===== config.mk =====
export PLATFORM = sky130hd
export DESIGN_NAME = instr_fetch
export DESIGN_NICKNAME = d
export VERILOG_FILES = /design/src/mips_pkg.sv /design/src/instr_fetch.sv
export SDC_FILE = /design/constraint.sdc
export NUM_CORES = 1
export LEC_CHECK = 0
export CORE_MARGIN = 5
export CORE_UTILIZATION = 43
export CTS_CLUSTER_SIZE = 24
export DETAILED_ROUTE_END_ITERATION = 10
export DONT_BUFFER_PORTS = 1
export HOLD_SLACK_MARGIN = 0.08
export SLEW_MARGIN = 20
export SYNTH_ARGS = -nofsm -noshare
export SYNTH_HDL_FRONTEND = slang
export SYNTH_SLANG_ARGS = --single-unit

===== constraint.sdc =====
create_clock -name clk_i -period 10.6 [get_ports clk_i]
set_input_delay 2.12 -clock clk_i [delete_from_list [all_inputs] [get_ports clk_i]]
set_output_delay 2.12 -clock clk_i [all_outputs]
set_load 0.01 [all_outputs]

===== src/mips_pkg.sv =====
// shared widths, field codes and ALU encodings for the MIPS-32 subset core
// ALU op codes from the decoder follow the original control table encoding
package mips_pkg;

	// ------------------------------------------------------------------
	// widths with a meaning
	// ------------------------------------------------------------------
	// data, addresses and instructions
	typedef logic [31:0] word_t;
	// register index
	typedef logic [4:0] reg_addr_t;
	// instruction fields
	typedef logic [5:0] opcode_t;
	typedef logic [5:0] funct_t;
	// decoder to ALU control
	typedef logic [2:0] alu_op_t;

	// ALU function selected by ALU control
	typedef enum logic [2:0] {
		alu_add,
		alu_sub,
		alu_and,
		alu_or,
		alu_slt
	} alu_fn_t;

	// ------------------------------------------------------------------
	// opcode and funct values
	// ------------------------------------------------------------------
	localparam opcode_t op_rtype = 6'b000000;
	localparam opcode_t op_addi  = 6'b001000;
	localparam opcode_t op_lw    = 6'b100011;
	localparam opcode_t op_sw    = 6'b101011;
	localparam opcode_t op_beq   = 6'b000100;

	localparam funct_t fn_add = 6'b100000;
	localparam funct_t fn_sub = 6'b100010;
	localparam funct_t fn_and = 6'b100100;
	localparam funct_t fn_or  = 6'b100101;
	localparam funct_t fn_slt = 6'b101010;

	// ALU op codes, decoder side
	localparam alu_op_t aluop_rtype = 3'b010;
	localparam alu_op_t aluop_add   = 3'b110;
	localparam alu_op_t aluop_sub   = 3'b001;

	// data memory, indexed by address bits 7 to 2
	localparam int dmem_words  = 64;
	localparam int dmem_addr_w = 6;

	// start address after reset
	localparam word_t reset_pc = 32'h0000_0000;

endpackage


===== src/instr_fetch.sv =====
// pc holds reset_pc while reset is low and for one edge after release
// branch offset is expected already sign-extended, in words
`timescale 1ns/1ps

module instr_fetch (
	input  logic            clk_i,
	input  logic            arst_n_i,
	input  logic            branch_i,
	input  logic            zero_i,
	input  mips_pkg::word_t imm_i,
	output mips_pkg::word_t pc_o,
	output logic            run_o
);
	import mips_pkg::*;

	word_t pc_plus4;
	word_t br_target;
	word_t pc_next;
	logic  take_br;

	// ------------------------------------------------------------------
	// next pc
	// ------------------------------------------------------------------
	assign pc_plus4  = pc_o + 32'd4;
	// offset counts words, so shift by 2
	assign br_target = pc_plus4 + {imm_i[29:0], 2'b00};
	// beq taken only when operands compared equal
	assign take_br   = branch_i & zero_i;
	assign pc_next   = take_br ? br_target : pc_plus4;

	// ------------------------------------------------------------------
	// pc and run flag
	// ------------------------------------------------------------------
	always_ff @(posedge clk_i or negedge arst_n_i) begin
		if (!arst_n_i) begin
			pc_o  <= reset_pc;
			run_o <= 1'b0;
		end else begin
			// run goes high at first edge out of reset
			run_o <= 1'b1;
			// pc moves from the second edge on
			if (run_o) begin
				pc_o <= pc_next;
			end
		end
	end

endmodule


# Word-level counts from Yosys, hierarchy flattened
# Index checks and enable logic that the tools add are counted.
# word_totals
wordCells	6
regBits	33
output_inout_bits	33
in_bits	36
# op_classes
bitwise_logic	1
add_sub_neg	2
muxes	1
# ops
cell	n
32-bit by 3-bit adder with 32-bit output (second input constant)	1
32-bit adder	1
32-bit 2-to-1 mux	1
1-bit AND	1

# Logic depth before layout (Yosys ltp)
# Gate-level depths: netlist of the first run.
# logic_depth
depth_word	3
mapped_depth	17
mapped_depth_nobuf	15

# Worst setup path before layout of the first run
# OpenSTA, ideal clock, no wires.
# synth_timing
kind	input-to-reg
from	input port imm_i[0]
to	register pc_o[24]
arrival_time_ns	4.218
n_path_buf	0
setup_ns	0.135
required_time_ns	10.465
stages	10
setup_slack_ns	6.247
cell_sequence	ha_1 -> fa_1 -> a21o_1 -> a21oi_2 -> o21ai_1 -> a2111o_1 -> a221oi_2 -> o21ai_1 -> mux2i_1 -> o211ai_1
# synth_between
elab_chain_cells	2
# synth_lines
element	line_no	source
from (decl)	instr_fetch.sv:10	input mips_pkg::word_t imm_i,
32-bit adder	instr_fetch.sv:26	assign br_target = pc_plus4 + {imm_i[29:0], 2'b00};
32-bit 2-to-1 mux	instr_fetch.sv:29	assign pc_next = take_br ? br_target : pc_plus4;
to (signal assigned)	instr_fetch.sv:36	pc_o <= reset_pc;
to (signal assigned)	instr_fetch.sv:43	pc_o <= pc_next;
to (decl)	instr_fetch.sv:11	output mips_pkg::word_t pc_o,
# No other way between the ends.
# A chain may end at the register's enable or synchronous reset.

# Worst setup path after layout of the first run
# Ends and elaborated chain as after synthesis.

==> results of run 1 <==
[critical path, cell delays in order]
cell	delay [ps]
ha_1	220
fa_1	410
a21o_1	180
a21oi_2	220
o21ai_1	120
a2111o_1	410
a221oi_2	440
o21ai_1	160
mux2i_1	170
o211ai_1	100
[power breakdown]
| group | internal (mW) | switching [mW] |
|---|---|---|
| Combinational | 0.307 | 0.405 |
| Clock | 0.0762 | 0.0537 |
| Sequential | 0.166 | 0.124 |
[worst paths after layout]
kind                          start        to  slack [ps]
min                        pc_o[31]  pc_o[31]         540
max in group asynchronous  arst_n_i  pc_o[14]        9010
min in group asynchronous  arst_n_i  pc_o[29]        1510
max                        imm_i[0]  pc_o[24]        6210
min reg2reg                pc_o[31]  pc_o[31]         540
max reg2reg                pc_o[11]  pc_o[31]        6290
[layout by cell type, fill, tap and decap left out, types with 12 or more instances in the layout]
cell / synthesis / final
a21o_1: 19 / 19
a21oi_1: 45 / 45
dfrtp_1: 31 / 30
ha_1: 37 / 37
inv_1: 14 / 14
nand2_1: 47 / 47
nand3_1: 26 / 26
nand4_1: 12 / 12
nor2_1: 44 / 44
o21ai_0: 32 / 32
xnor2_1: 27 / 27
xor2_1: 23 / 23
[metal layers]
layer	global-route usage [%]	routed length, microns	up-vias
li1	-	-	1839
met1	26.9	5060	1751
met2	34.1	5230	93
met3	4.04	655	13
met4	5.27	178	0
met5	0	0	-
[state kept, by name, summed over array words and instances (netlist names)]
signal,cells
pc_o,30
run_o,1
[layout make-up]
cell class              count  area share, %
clock buffers               6           2.03
well taps                 111           3.41
clock inverters             2          0.859
multi-input cells         441           72.8
flip-flops and latches     31           19.1
inverters                  14           1.29
repair buffers              3          0.552
[per-stage QoR]
| stage | worst slack [ps] | power [mW] | cells |
|---|---|---|---|
| detailed placement | 5870 | 0.994 | 600 |
| floorplan | 6250 | 0.855 | 512 |
| global route | 5980 | 1.25 | 608 |
| global placement | 5880 | 0.984 | 600 |
| CTS | 6190 | 1.13 | 608 |
| finish | 6210 | 1.13 | 608 |
[cells by family (layout without fill, tap and decap cells)]
family | after synthesis | in the layout | share of synthesized area (%)
AOI/OAI and AO/OA | 164 | 164 | 26.7
xor gates and xnor gates | 50 | 50 | 11.1
adders and majority gates | 38 | 38 | 12.2
buffers and inverters | 40 | 25 | 5.32
DFF | 31 | 31 | 19.6
muxes | 3 | 3 | 0.760
other | 2 | 3 | 0.190
and+or+nand+nor | 183 | 183 | 24.1
==> results.py, run 1 <==
metrics = {
    "pwr": {
        "p_leak_nw": 1.74,
        "p_per_area_nw_per_um2": 278,
        "peakVddDrop_mv": 0.0873,
    },
    "global_routing": {
        "antenna_found_initial": 0,
        "grt_util_all_layers_pct": 20.4,
        "grt_max_degree": 67,
        "overflow": 0,
        "grt_pass1_vias": 3599,
        "grt_pass1_wl_microns": 18700,
    },
    "die": {
        "coreArea_sq_um": 9110,
        "start_util_pct": 43.4,
        "die_y_microns": 106,
        "die_area_sq_um": 11200,
        "fp-row-count": 35,
        "io_pins": 69,
        "die_x_microns": 106,
    },
    "clocking": {
        "postCtsResizedCells": 0,
        "clk_latency_ps": 300,
        "clock_sinks": 31,
        "cts_buffers": 5,
        "clkSlewWorstSetupHoldPaths_ps": 80,
        "cts_hold_buf": 0,
        "cts_tree": "built",
        "cts_root_buf": "clkbuf_8",
        "cts_max_level": 2,
        "post_cts_buffers": 0,
        "clock_path_buffers": 2,
    },
    "synth": {
        "ys.flop_type": "dfrtp_1",
        "synth_cell_type_count": 66,
        "async_flop_share_pct": 100,
        "yosysMostFrequentCell": "nand2_1",
        "synth_edf_count": 0,
        "syn-cell-area_sq_um": 3950,
        "synth_largest_area_cell": "dfrtp_1",
        "syn_area_per_cell_sq_um": 7.73,
        "synth.top_cell.area_share_pct": 19.6,
        "synth_cells": 511,
        "ys_seq_area_share_pct": 19.6,
        "ys_ff_latch": 31,
        "synthTopCellsByArea": "dfrtp_1, ha_1, xnor2_1",
        "synth_common_cells": "nand2_1, a21oi_1, nor2_1",
        "ys_warn_count": 0,
    },
    "route": {
        "vias_per_cell": 6.08,
        "detail_route.wirelength_microns": 11100,
        "wl_per_cell_microns": 18.3,
        "drtIter0Drc": 240,
        "drt_first_pass_iters": 5,
        "drc_errors": 0,
        "ant_nets": 0,
        "vias": 3696,
    },
    "min_path": {
        "holdPathStages": 1,
        "hold_path_class": "reg2reg",
    },
    "layout": {
        "final_util_pct": 44.8,
        "final_area_sq_um": 4080,
        "drive_gt1_share_pct": 6.44,
        "multi_input_area_sq_um": 2970,
        "n_antenna_cell": 0,
        "ff_latch_area_sq_um": 777,
        "nFillCells": 926,
        "syn_to_final_growth_pct": 3.20,
        "fin_nets": 570,
    },
    "timing": {
        "holdWs_ps": 545,
        "rsz0062_at_grt": "false",
        "clock.fmax_ghz": 0.228,
        "max_slew.worst_pin.slew_ps": 710,
        "hold_viol_final": 0,
        "fin_tns_setup_ps": 0,
        "drv_slew": 0,
        "setup_viol": 0,
        "slew_headroom_pct": 52.2,
        "min_period_over_period_pct": 41.4,
        "timing.final.crit_period_ps": 4390,
        "skew_ps": 8.15,
    },
    "run": {
        "maxCapViolCount": 0,
    },
    "worst_setup_path": {
        "crit_type": "in2reg",
        "cp_max_fo": 4,
        "cp-start-kind": "input pin",
        "critPathRequiredTime_ps": 10760,
        "crit_path_end_kind": "flip-flop",
        "r2r_cells": 13,
        "crit_arrival_ps": 4550,
    },
    "placement": {
        "hpwl_microns": 8340,
        "place_congestion": 0.903,
        "place_area_sq_um": 3960,
        "io_buffers": 0,
    },
    "status": {
        "outcome": "complete, no violations",
    },
}
No activity file was read; power rests on OpenSTA's default activity.
==> run 2: changes to the inputs <==
--- a/config.mk
+++ b/config.mk
@@ -5,6 +5,7 @@
 export SDC_FILE = /design/constraint.sdc
 export NUM_CORES = 1
 export LEC_CHECK = 0
+export ABC_AREA = 1
 export CORE_MARGIN = 5
 export CORE_UTILIZATION = 43
 export CTS_CLUSTER_SIZE = 24
==> constraint.sdc (replaced) <==
create_clock -name clk_i -period 4 [get_ports clk_i]
set_input_delay 0.8 -clock clk_i [delete_from_list [all_inputs] [get_ports clk_i]]
set_output_delay 0.8 -clock clk_i [all_outputs]
set_load 0.01 [all_outputs]
==> run 2 against run 1 <==
Compared with the run above:
- register-to-register slack got worse by 5600 ps
- setup slack got worse by 5500 ps
- critical path type is now reg2reg
- critical path depth increased by 7
- clock skew decreased by 5.9 ps
- clock power increased to 2.5 times the previous value
- first-iteration DRC count increased by 27%
- critical endpoint is now pc_o[29]
- core utilization increased by 1.9 points
- synthesized cell count increased by 59%
- non-clock buffer count decreased by 1
==> results.py, run 2 <==
metrics = {
    "timing": {
        "skew_ps": 2.28,
        "hold_viol_final": 0,
        "holdWs_ps": 189,
        "clock.fmax_ghz": 0.304,
        "max_slew.worst_pin.slew_ps": 914,
        "min_period_over_period_pct": 82.2,
        "fin_tns_setup_ps": 0,
        "drv_slew": 0,
        "finalWorstSetupSlack_ps": 710,
        "slew_headroom_pct": 39.0,
        "rsz0062_at_grt": "false",
        "setup_viol": 0,
        "timing.final.crit_period_ps": 3290,
    },
    "worst_setup_path": {
        "crit_slowest_cell": "dfrtp_1",
        "regToRegStartpoint": "pc_o[2]",
        "cp_max_fo": 6,
        "crit_arrival_ps": 3520,
        "crit_start": "pc_o[2]",
        "crit_end": "pc_o[29]",
        "crit_family": "simple AND/OR/NAND/NOR gates",
        "crit_path_end_kind": "flip-flop",
        "cp-start-kind": "flip-flop",
        "crit_type": "reg2reg",
        "critPathRequiredTime_ps": 4230,
        "r2r_slack_ps": 710,
        "r2r_end": "pc_o[29]",
        "crit_top_cell": "nand2_1",
        "max_stage_delay_ps": 520,
        "path_cells": "ha_1, inv_1, nor2_2, nand2_2, nor2_4, nand2_1, xor2_1, ha_1, a21oi_1, nor2_1, nor2_1, nand2_1, a21oi_1, nand2_1, nand2_1, nand3_1, a21oi_1",
        "worst-path-buf-inv": 1,
        "r2r_cells": 17,
        "cp.depth": 17,
    },
    "synth": {
        "synth_edf_count": 0,
        "synth_cell_type_count": 40,
        "syn-cell-area_sq_um": 4570,
        "syn_area_per_cell_sq_um": 5.64,
        "synth_common_cells": "nand2_1, inv_1, nor2_1",
        "synth.top_cell.area_share_pct": 23.3,
        "async_flop_share_pct": 100,
        "ys.flop_type": "dfrtp_1",
        "ys_warn_count": 0,
        "yosysMostFrequentCell": "nand2_1",
        "synthTopCellsByArea": "nand2_1, dfrtp_1, ha_1",
        "synth_cells": 810,
        "ys_ff_latch": 31,
        "synth_largest_area_cell": "nand2_1",
        "ys_seq_area_share_pct": 17.0,
    },
    "clocking": {
        "clock_sinks": 31,
        "cts_hold_buf": 0,
        "cts_max_level": 2,
        "clkSlewWorstSetupHoldPaths_ps": 70,
        "clk_latency_ps": 300,
        "cts_tree": "built",
        "cts_buffers": 5,
        "postCtsResizedCells": 0,
        "cts_root_buf": "clkbuf_8",
        "post_cts_buffers": 0,
        "clock_path_buffers": 2,
    },
    "min_path": {
        "hold_path_class": "in2async",
    },
    "route": {
        "ant_nets": 0,
        "drt_first_pass_iters": 5,
        "drc_errors": 0,
        "vias_per_cell": 5.23,
        "vias": 4936,
        "detail_route.wirelength_microns": 14600,
        "wl_per_cell_microns": 15.5,
        "drtIter0Drc": 304,
    },
    "placement": {
        "hpwl_microns": 12200,
        "post-place-ws_ps": 782,
        "dp.cells": 936,
        "place_area_sq_um": 4700,
        "io_buffers": 0,
        "place_congestion": 0.926,
    },
    "global_routing": {
        "met3_usage_pct": 4.28,
        "grt_max_degree": 36,
        "grt_pass1_wl_microns": 23400,
        "use_met2_pct": 37.0,
        "grt_util_all_layers_pct": 23.1,
        "overflow": 0,
        "use_met1_pct": 32.2,
        "busiest_layer": "met2",
        "grt_pass1_vias": 4518,
        "antenna_found_initial": 0,
    },
    "layout": {
        "layout_common_cells": "nand2_1, inv_1, nor2_1, nand3_1, a21oi_1",
        "syn_to_final_growth_pct": 5.39,
        "n_antenna_cell": 0,
        "largest_reg_flops": 30,
        "fin_nets": 881,
        "final_util_pct": 46.6,
        "instances_no_fill": 944,
        "drive_gt1_share_pct": 5.57,
        "top_regs": "pc_o (30), run_o (1)",
        "final_common_cell": "nand2_1",
        "largest-register": "pc_o",
        "final_area_sq_um": 4820,
    },
    "pwr": {
        "p_per_area_nw_per_um2": 514,
        "peakVddDrop_mv": 0.220,
        "p_leak_nw": 2.65,
        "finalPower_mw": 2.47,
    },
    "die": {
        "coreArea_sq_um": 10300,
        "die_x_microns": 113,
        "die_y_microns": 113,
        "io_pins": 69,
        "start_util_pct": 44.3,
        "die_area_sq_um": 12800,
        "fp-row-count": 37,
    },
    "run": {
        "maxCapViolCount": 0,
    },
    "status": {
        "outcome": "complete, no violations",
    },
}
==> run 2: changes by cell type after synthesis, sizes merged, moves of 8 or more <==
cell    before  now
a21o        19    2
clkbuf      14    6
inv         14  123
nand2       47  291
nand3       26   65
nand4       13    5
nor2        44  105
o21ai       39   20
or2          0    9
xnor2       27    5
xor2        23   10
==> run 2: logic make-up (layout without fill, tap and decap cells) <==
family          Yosys count  count (layout)  share of synthesized area [%]
fa+ha+maj                38              38                           10.6
simple gates            500             500                           47.1
buf+inv                 136             133                           11.4
flops                    31              31                           17.0
compound gates           88              88                           10.9
other cells               2               3                          0.164
xor+xnor                 15              15                           2.88
==> run 2: how the worst min path moves through the flow <==
stage,start,end,slack [ps],depth (start not counted)
global placement,arst_n_i,pc_o[11],510,0
CTS,arst_n_i,pc_o[2],180,0
global route,arst_n_i,pc_o[2],180,0
finish,arst_n_i,run_o,190,0
detailed placement,arst_n_i,pc_o[2],510,0
floorplan,arst_n_i,pc_o[10],500,0
==> run 2: metal layers <==
layer  vias to the layer above  wire (microns)
met3                        15             813
li1                       2538               -
met1                      2260            7090
met2                       123            6490
met5                         -               0
met4                         0             236
==> run 2: where the power goes <==
group          switching [mW]  internal (mW)
clock network           0.127          0.201
logic                    1.03          0.530
registers               0.198          0.393
total                    1.35           1.12
==> run 2: area by class of cell <==
class | instances | area [sq um]
sequential | 31 | 776
clock buffer | 6 | 82.6
multi-input combinational | 644 | 3280
tap | 136 | 170
inverter | 123 | 462
clock inverter | 2 | 35.0
timing repair buffer | 2 | 15.0
fill | 1157 | 5510
==> run 3: changes to the inputs <==
==> constraint.sdc (replaced) <==
create_clock -name clk_i -period 3 [get_ports clk_i]
set_input_delay 0.6 -clock clk_i [delete_from_list [all_inputs] [get_ports clk_i]]
set_output_delay 0.6 -clock clk_i [all_outputs]
set_load 0.01 [all_outputs]
==> run 3 against run 2 <==
Compared with the run above:
- power increased by 52%
- fmax increased by 14%
- clock power increased by 5%
- critical path type unchanged
- highest routed layer is now met5
==> results.py, run 3 (synthesis results as in run 2) <==
metrics = {
    "layout": {
        "largest_reg_flops": 30,
        "instances_no_fill": 997,
        "final_area_sq_um": 5690,
        "largest-register": "pc_o",
        "nFillCells": 1019,
        "final_util_pct": 55.2,
        "fin_nets": 934,
        "layout_common_cells": "nand2_1, inv_1, nor2_1, nand3_1, buf_4",
        "multi_input_area_sq_um": 3760,
        "top_regs": "pc_o (30), run_o (1)",
        "syn_to_final_growth_pct": 24.6,
        "ff_latch_area_sq_um": 785,
        "drive_gt1_share_pct": 22.5,
        "n_antenna_cell": 0,
        "final_common_cell": "nand2_1",
    },
    "timing": {
        "setup_viol": 0,
        "holdWs_ps": 131,
        "hold_viol_final": 0,
        "slew_headroom_pct": 33.8,
        "max_slew.worst_pin.slew_ps": 992,
        "clock.fmax_ghz": 0.347,
        "min_period_over_period_pct": 96.0,
        "skew_ps": 7.70,
        "rsz0062_at_grt": "true",
        "drv_slew": 0,
        "fin_tns_setup_ps": 0,
        "timing.final.crit_period_ps": 2880,
        "finalWorstSetupSlack_ps": 119,
    },
    "clocking": {
        "cts_root_buf": "clkbuf_8",
        "clock_path_buffers": 2,
        "cts_max_level": 2,
        "clock_sinks": 31,
        "clkSlewWorstSetupHoldPaths_ps": 80,
        "cts_buffers": 5,
        "cts_tree": "built",
        "clk_latency_ps": 290,
    },
    "worst_setup_path": {
        "path_cells": "inv_1, nor2_4, inv_1, nor3_4, or2_2, nand2_1, inv_1, ha_1, nand2_2, nor3_4, inv_1, nor2_1, nand3_1, nand3_2, nor2_1, o21ai_1, nand2_1",
        "r2r_slack_ps": 120,
        "crit_family": "simple AND/OR/NAND/NOR gates",
        "cp-start-kind": "flip-flop",
        "crit_slowest_cell": "dfrtp_2",
        "crit_top_cell": "inv_1",
        "cp_max_fo": 5,
        "critPathRequiredTime_ps": 3180,
        "cp.depth": 17,
        "crit_type": "reg2reg",
        "crit_start": "pc_o[2]",
        "crit_path_end_kind": "flip-flop",
        "worst-path-buf-inv": 4,
        "crit_arrival_ps": 3070,
        "r2r_end": "pc_o[26]",
        "r2r_cells": 17,
        "crit_end": "pc_o[26]",
        "max_stage_delay_ps": 440,
        "regToRegStartpoint": "pc_o[2]",
    },
    "pwr": {
        "switching_power_mw": 2.01,
        "swShare_pct": 53.7,
        "p_int_mw": 1.74,
        "p_leak_nw": 2.95,
        "pwr-share-seq_pct": 18.0,
        "clkPwrFrac_pct": 9.1,
        "peakVddDrop_mv": 0.292,
        "finalPower_mw": 3.75,
        "power_frac_comb_pct": 72.9,
        "p_per_area_nw_per_um2": 659,
    },
    "placement": {
        "dp.cells": 968,
        "place_area_sq_um": 4940,
        "io_buffers": 0,
        "post-place-ws_ps": -43.3,
        "hpwl_microns": 12100,
        "place_congestion": 0.908,
    },
    "global_routing": {
        "grt_pass1_wl_microns": 23600,
        "grt_max_degree": 51,
        "grt_pass1_vias": 4692,
        "antenna_found_initial": 1,
        "overflow": 0,
        "grt_util_all_layers_pct": 23.0,
    },
    "die": {
        "fp-row-count": 37,
        "die_area_sq_um": 12800,
        "coreArea_sq_um": 10300,
        "start_util_pct": 44.3,
        "io_pins": 69,
        "die_x_microns": 113,
        "die_y_microns": 113,
    },
    "run": {
        "maxCapViolCount": 0,
    },
    "route": {
        "drt_first_pass_iters": 5,
        "vias": 5169,
        "drtIter0Drc": 320,
        "wl_per_cell_microns": 15.5,
        "drc_errors": 0,
        "vias_per_cell": 5.18,
        "ant_nets": 0,
        "detail_route.wirelength_microns": 15400,
    },
    "status": {
        "outcome": "complete, no violations",
    },
    "min_path": {
        "hold_path_class": "in2async",
    },
}
==> run 3: cell types whose count changed in the layout (fill, tap and decap cells not counted), sizes merged <==
cell      change
buf          +53
bufinv        -1
inv           -1
clkbuf        -1
clkinvlp      +3
==> run 3: power groups by stage <==
| stage | sequential, mW | clock, mW | combinational (mW) |
|---|---|---|---|
| floorplan | 0.721 | 0 | 1.58 |
| global placement | 0.675 | 0 | 2.25 |
| detailed placement | 0.680 | 0 | 2.29 |
| CTS | 0.667 | 0.349 | 2.35 |
| global route | 0.693 | 0.365 | 3.04 |
| finish | 0.677 | 0.343 | 2.73 |
==> run 3: repair_timing <==
item	4_1_cts	5_1_grt
pin swaps	0	28
endpoints found under the hold margin	31	0
buffers inserted	2	18
endpoints found under the setup margin	8	19
resized for setup	4	112
hold buffers	1	0
==> run 3: worst min path at each step <==
stage                     startpoint  endpoint  slack [ps]
final                       arst_n_i  pc_o[20]         130
after global routing        arst_n_i   pc_o[8]         140
after CTS                   arst_n_i  pc_o[20]         140
after detailed placement    arst_n_i   pc_o[2]         310
after global placement      arst_n_i   pc_o[2]         310
after floorplan             arst_n_i  pc_o[10]         300
==> run 3: cell type report <==
class / instances / area share, %
Tap cell: 136 / 2.99
Clock inverter: 3 / 0.352
Timing Repair Buffer: 55 / 7.47
Inverter: 123 / 8.17
Clock buffer: 5 / 1.21
Sequential cell: 31 / 13.8
Multi-Input combinational cell: 644 / 66.0
==> run 3: per-layer routing <==
metal	routed length [microns]	up-vias	GRT usage, %
met5	12	-	0
met4	379	2	6.57
met3	1260	30	3.05
li1	-	2638	-
met1	7070	2332	33.0
met2	6710	167	36.3
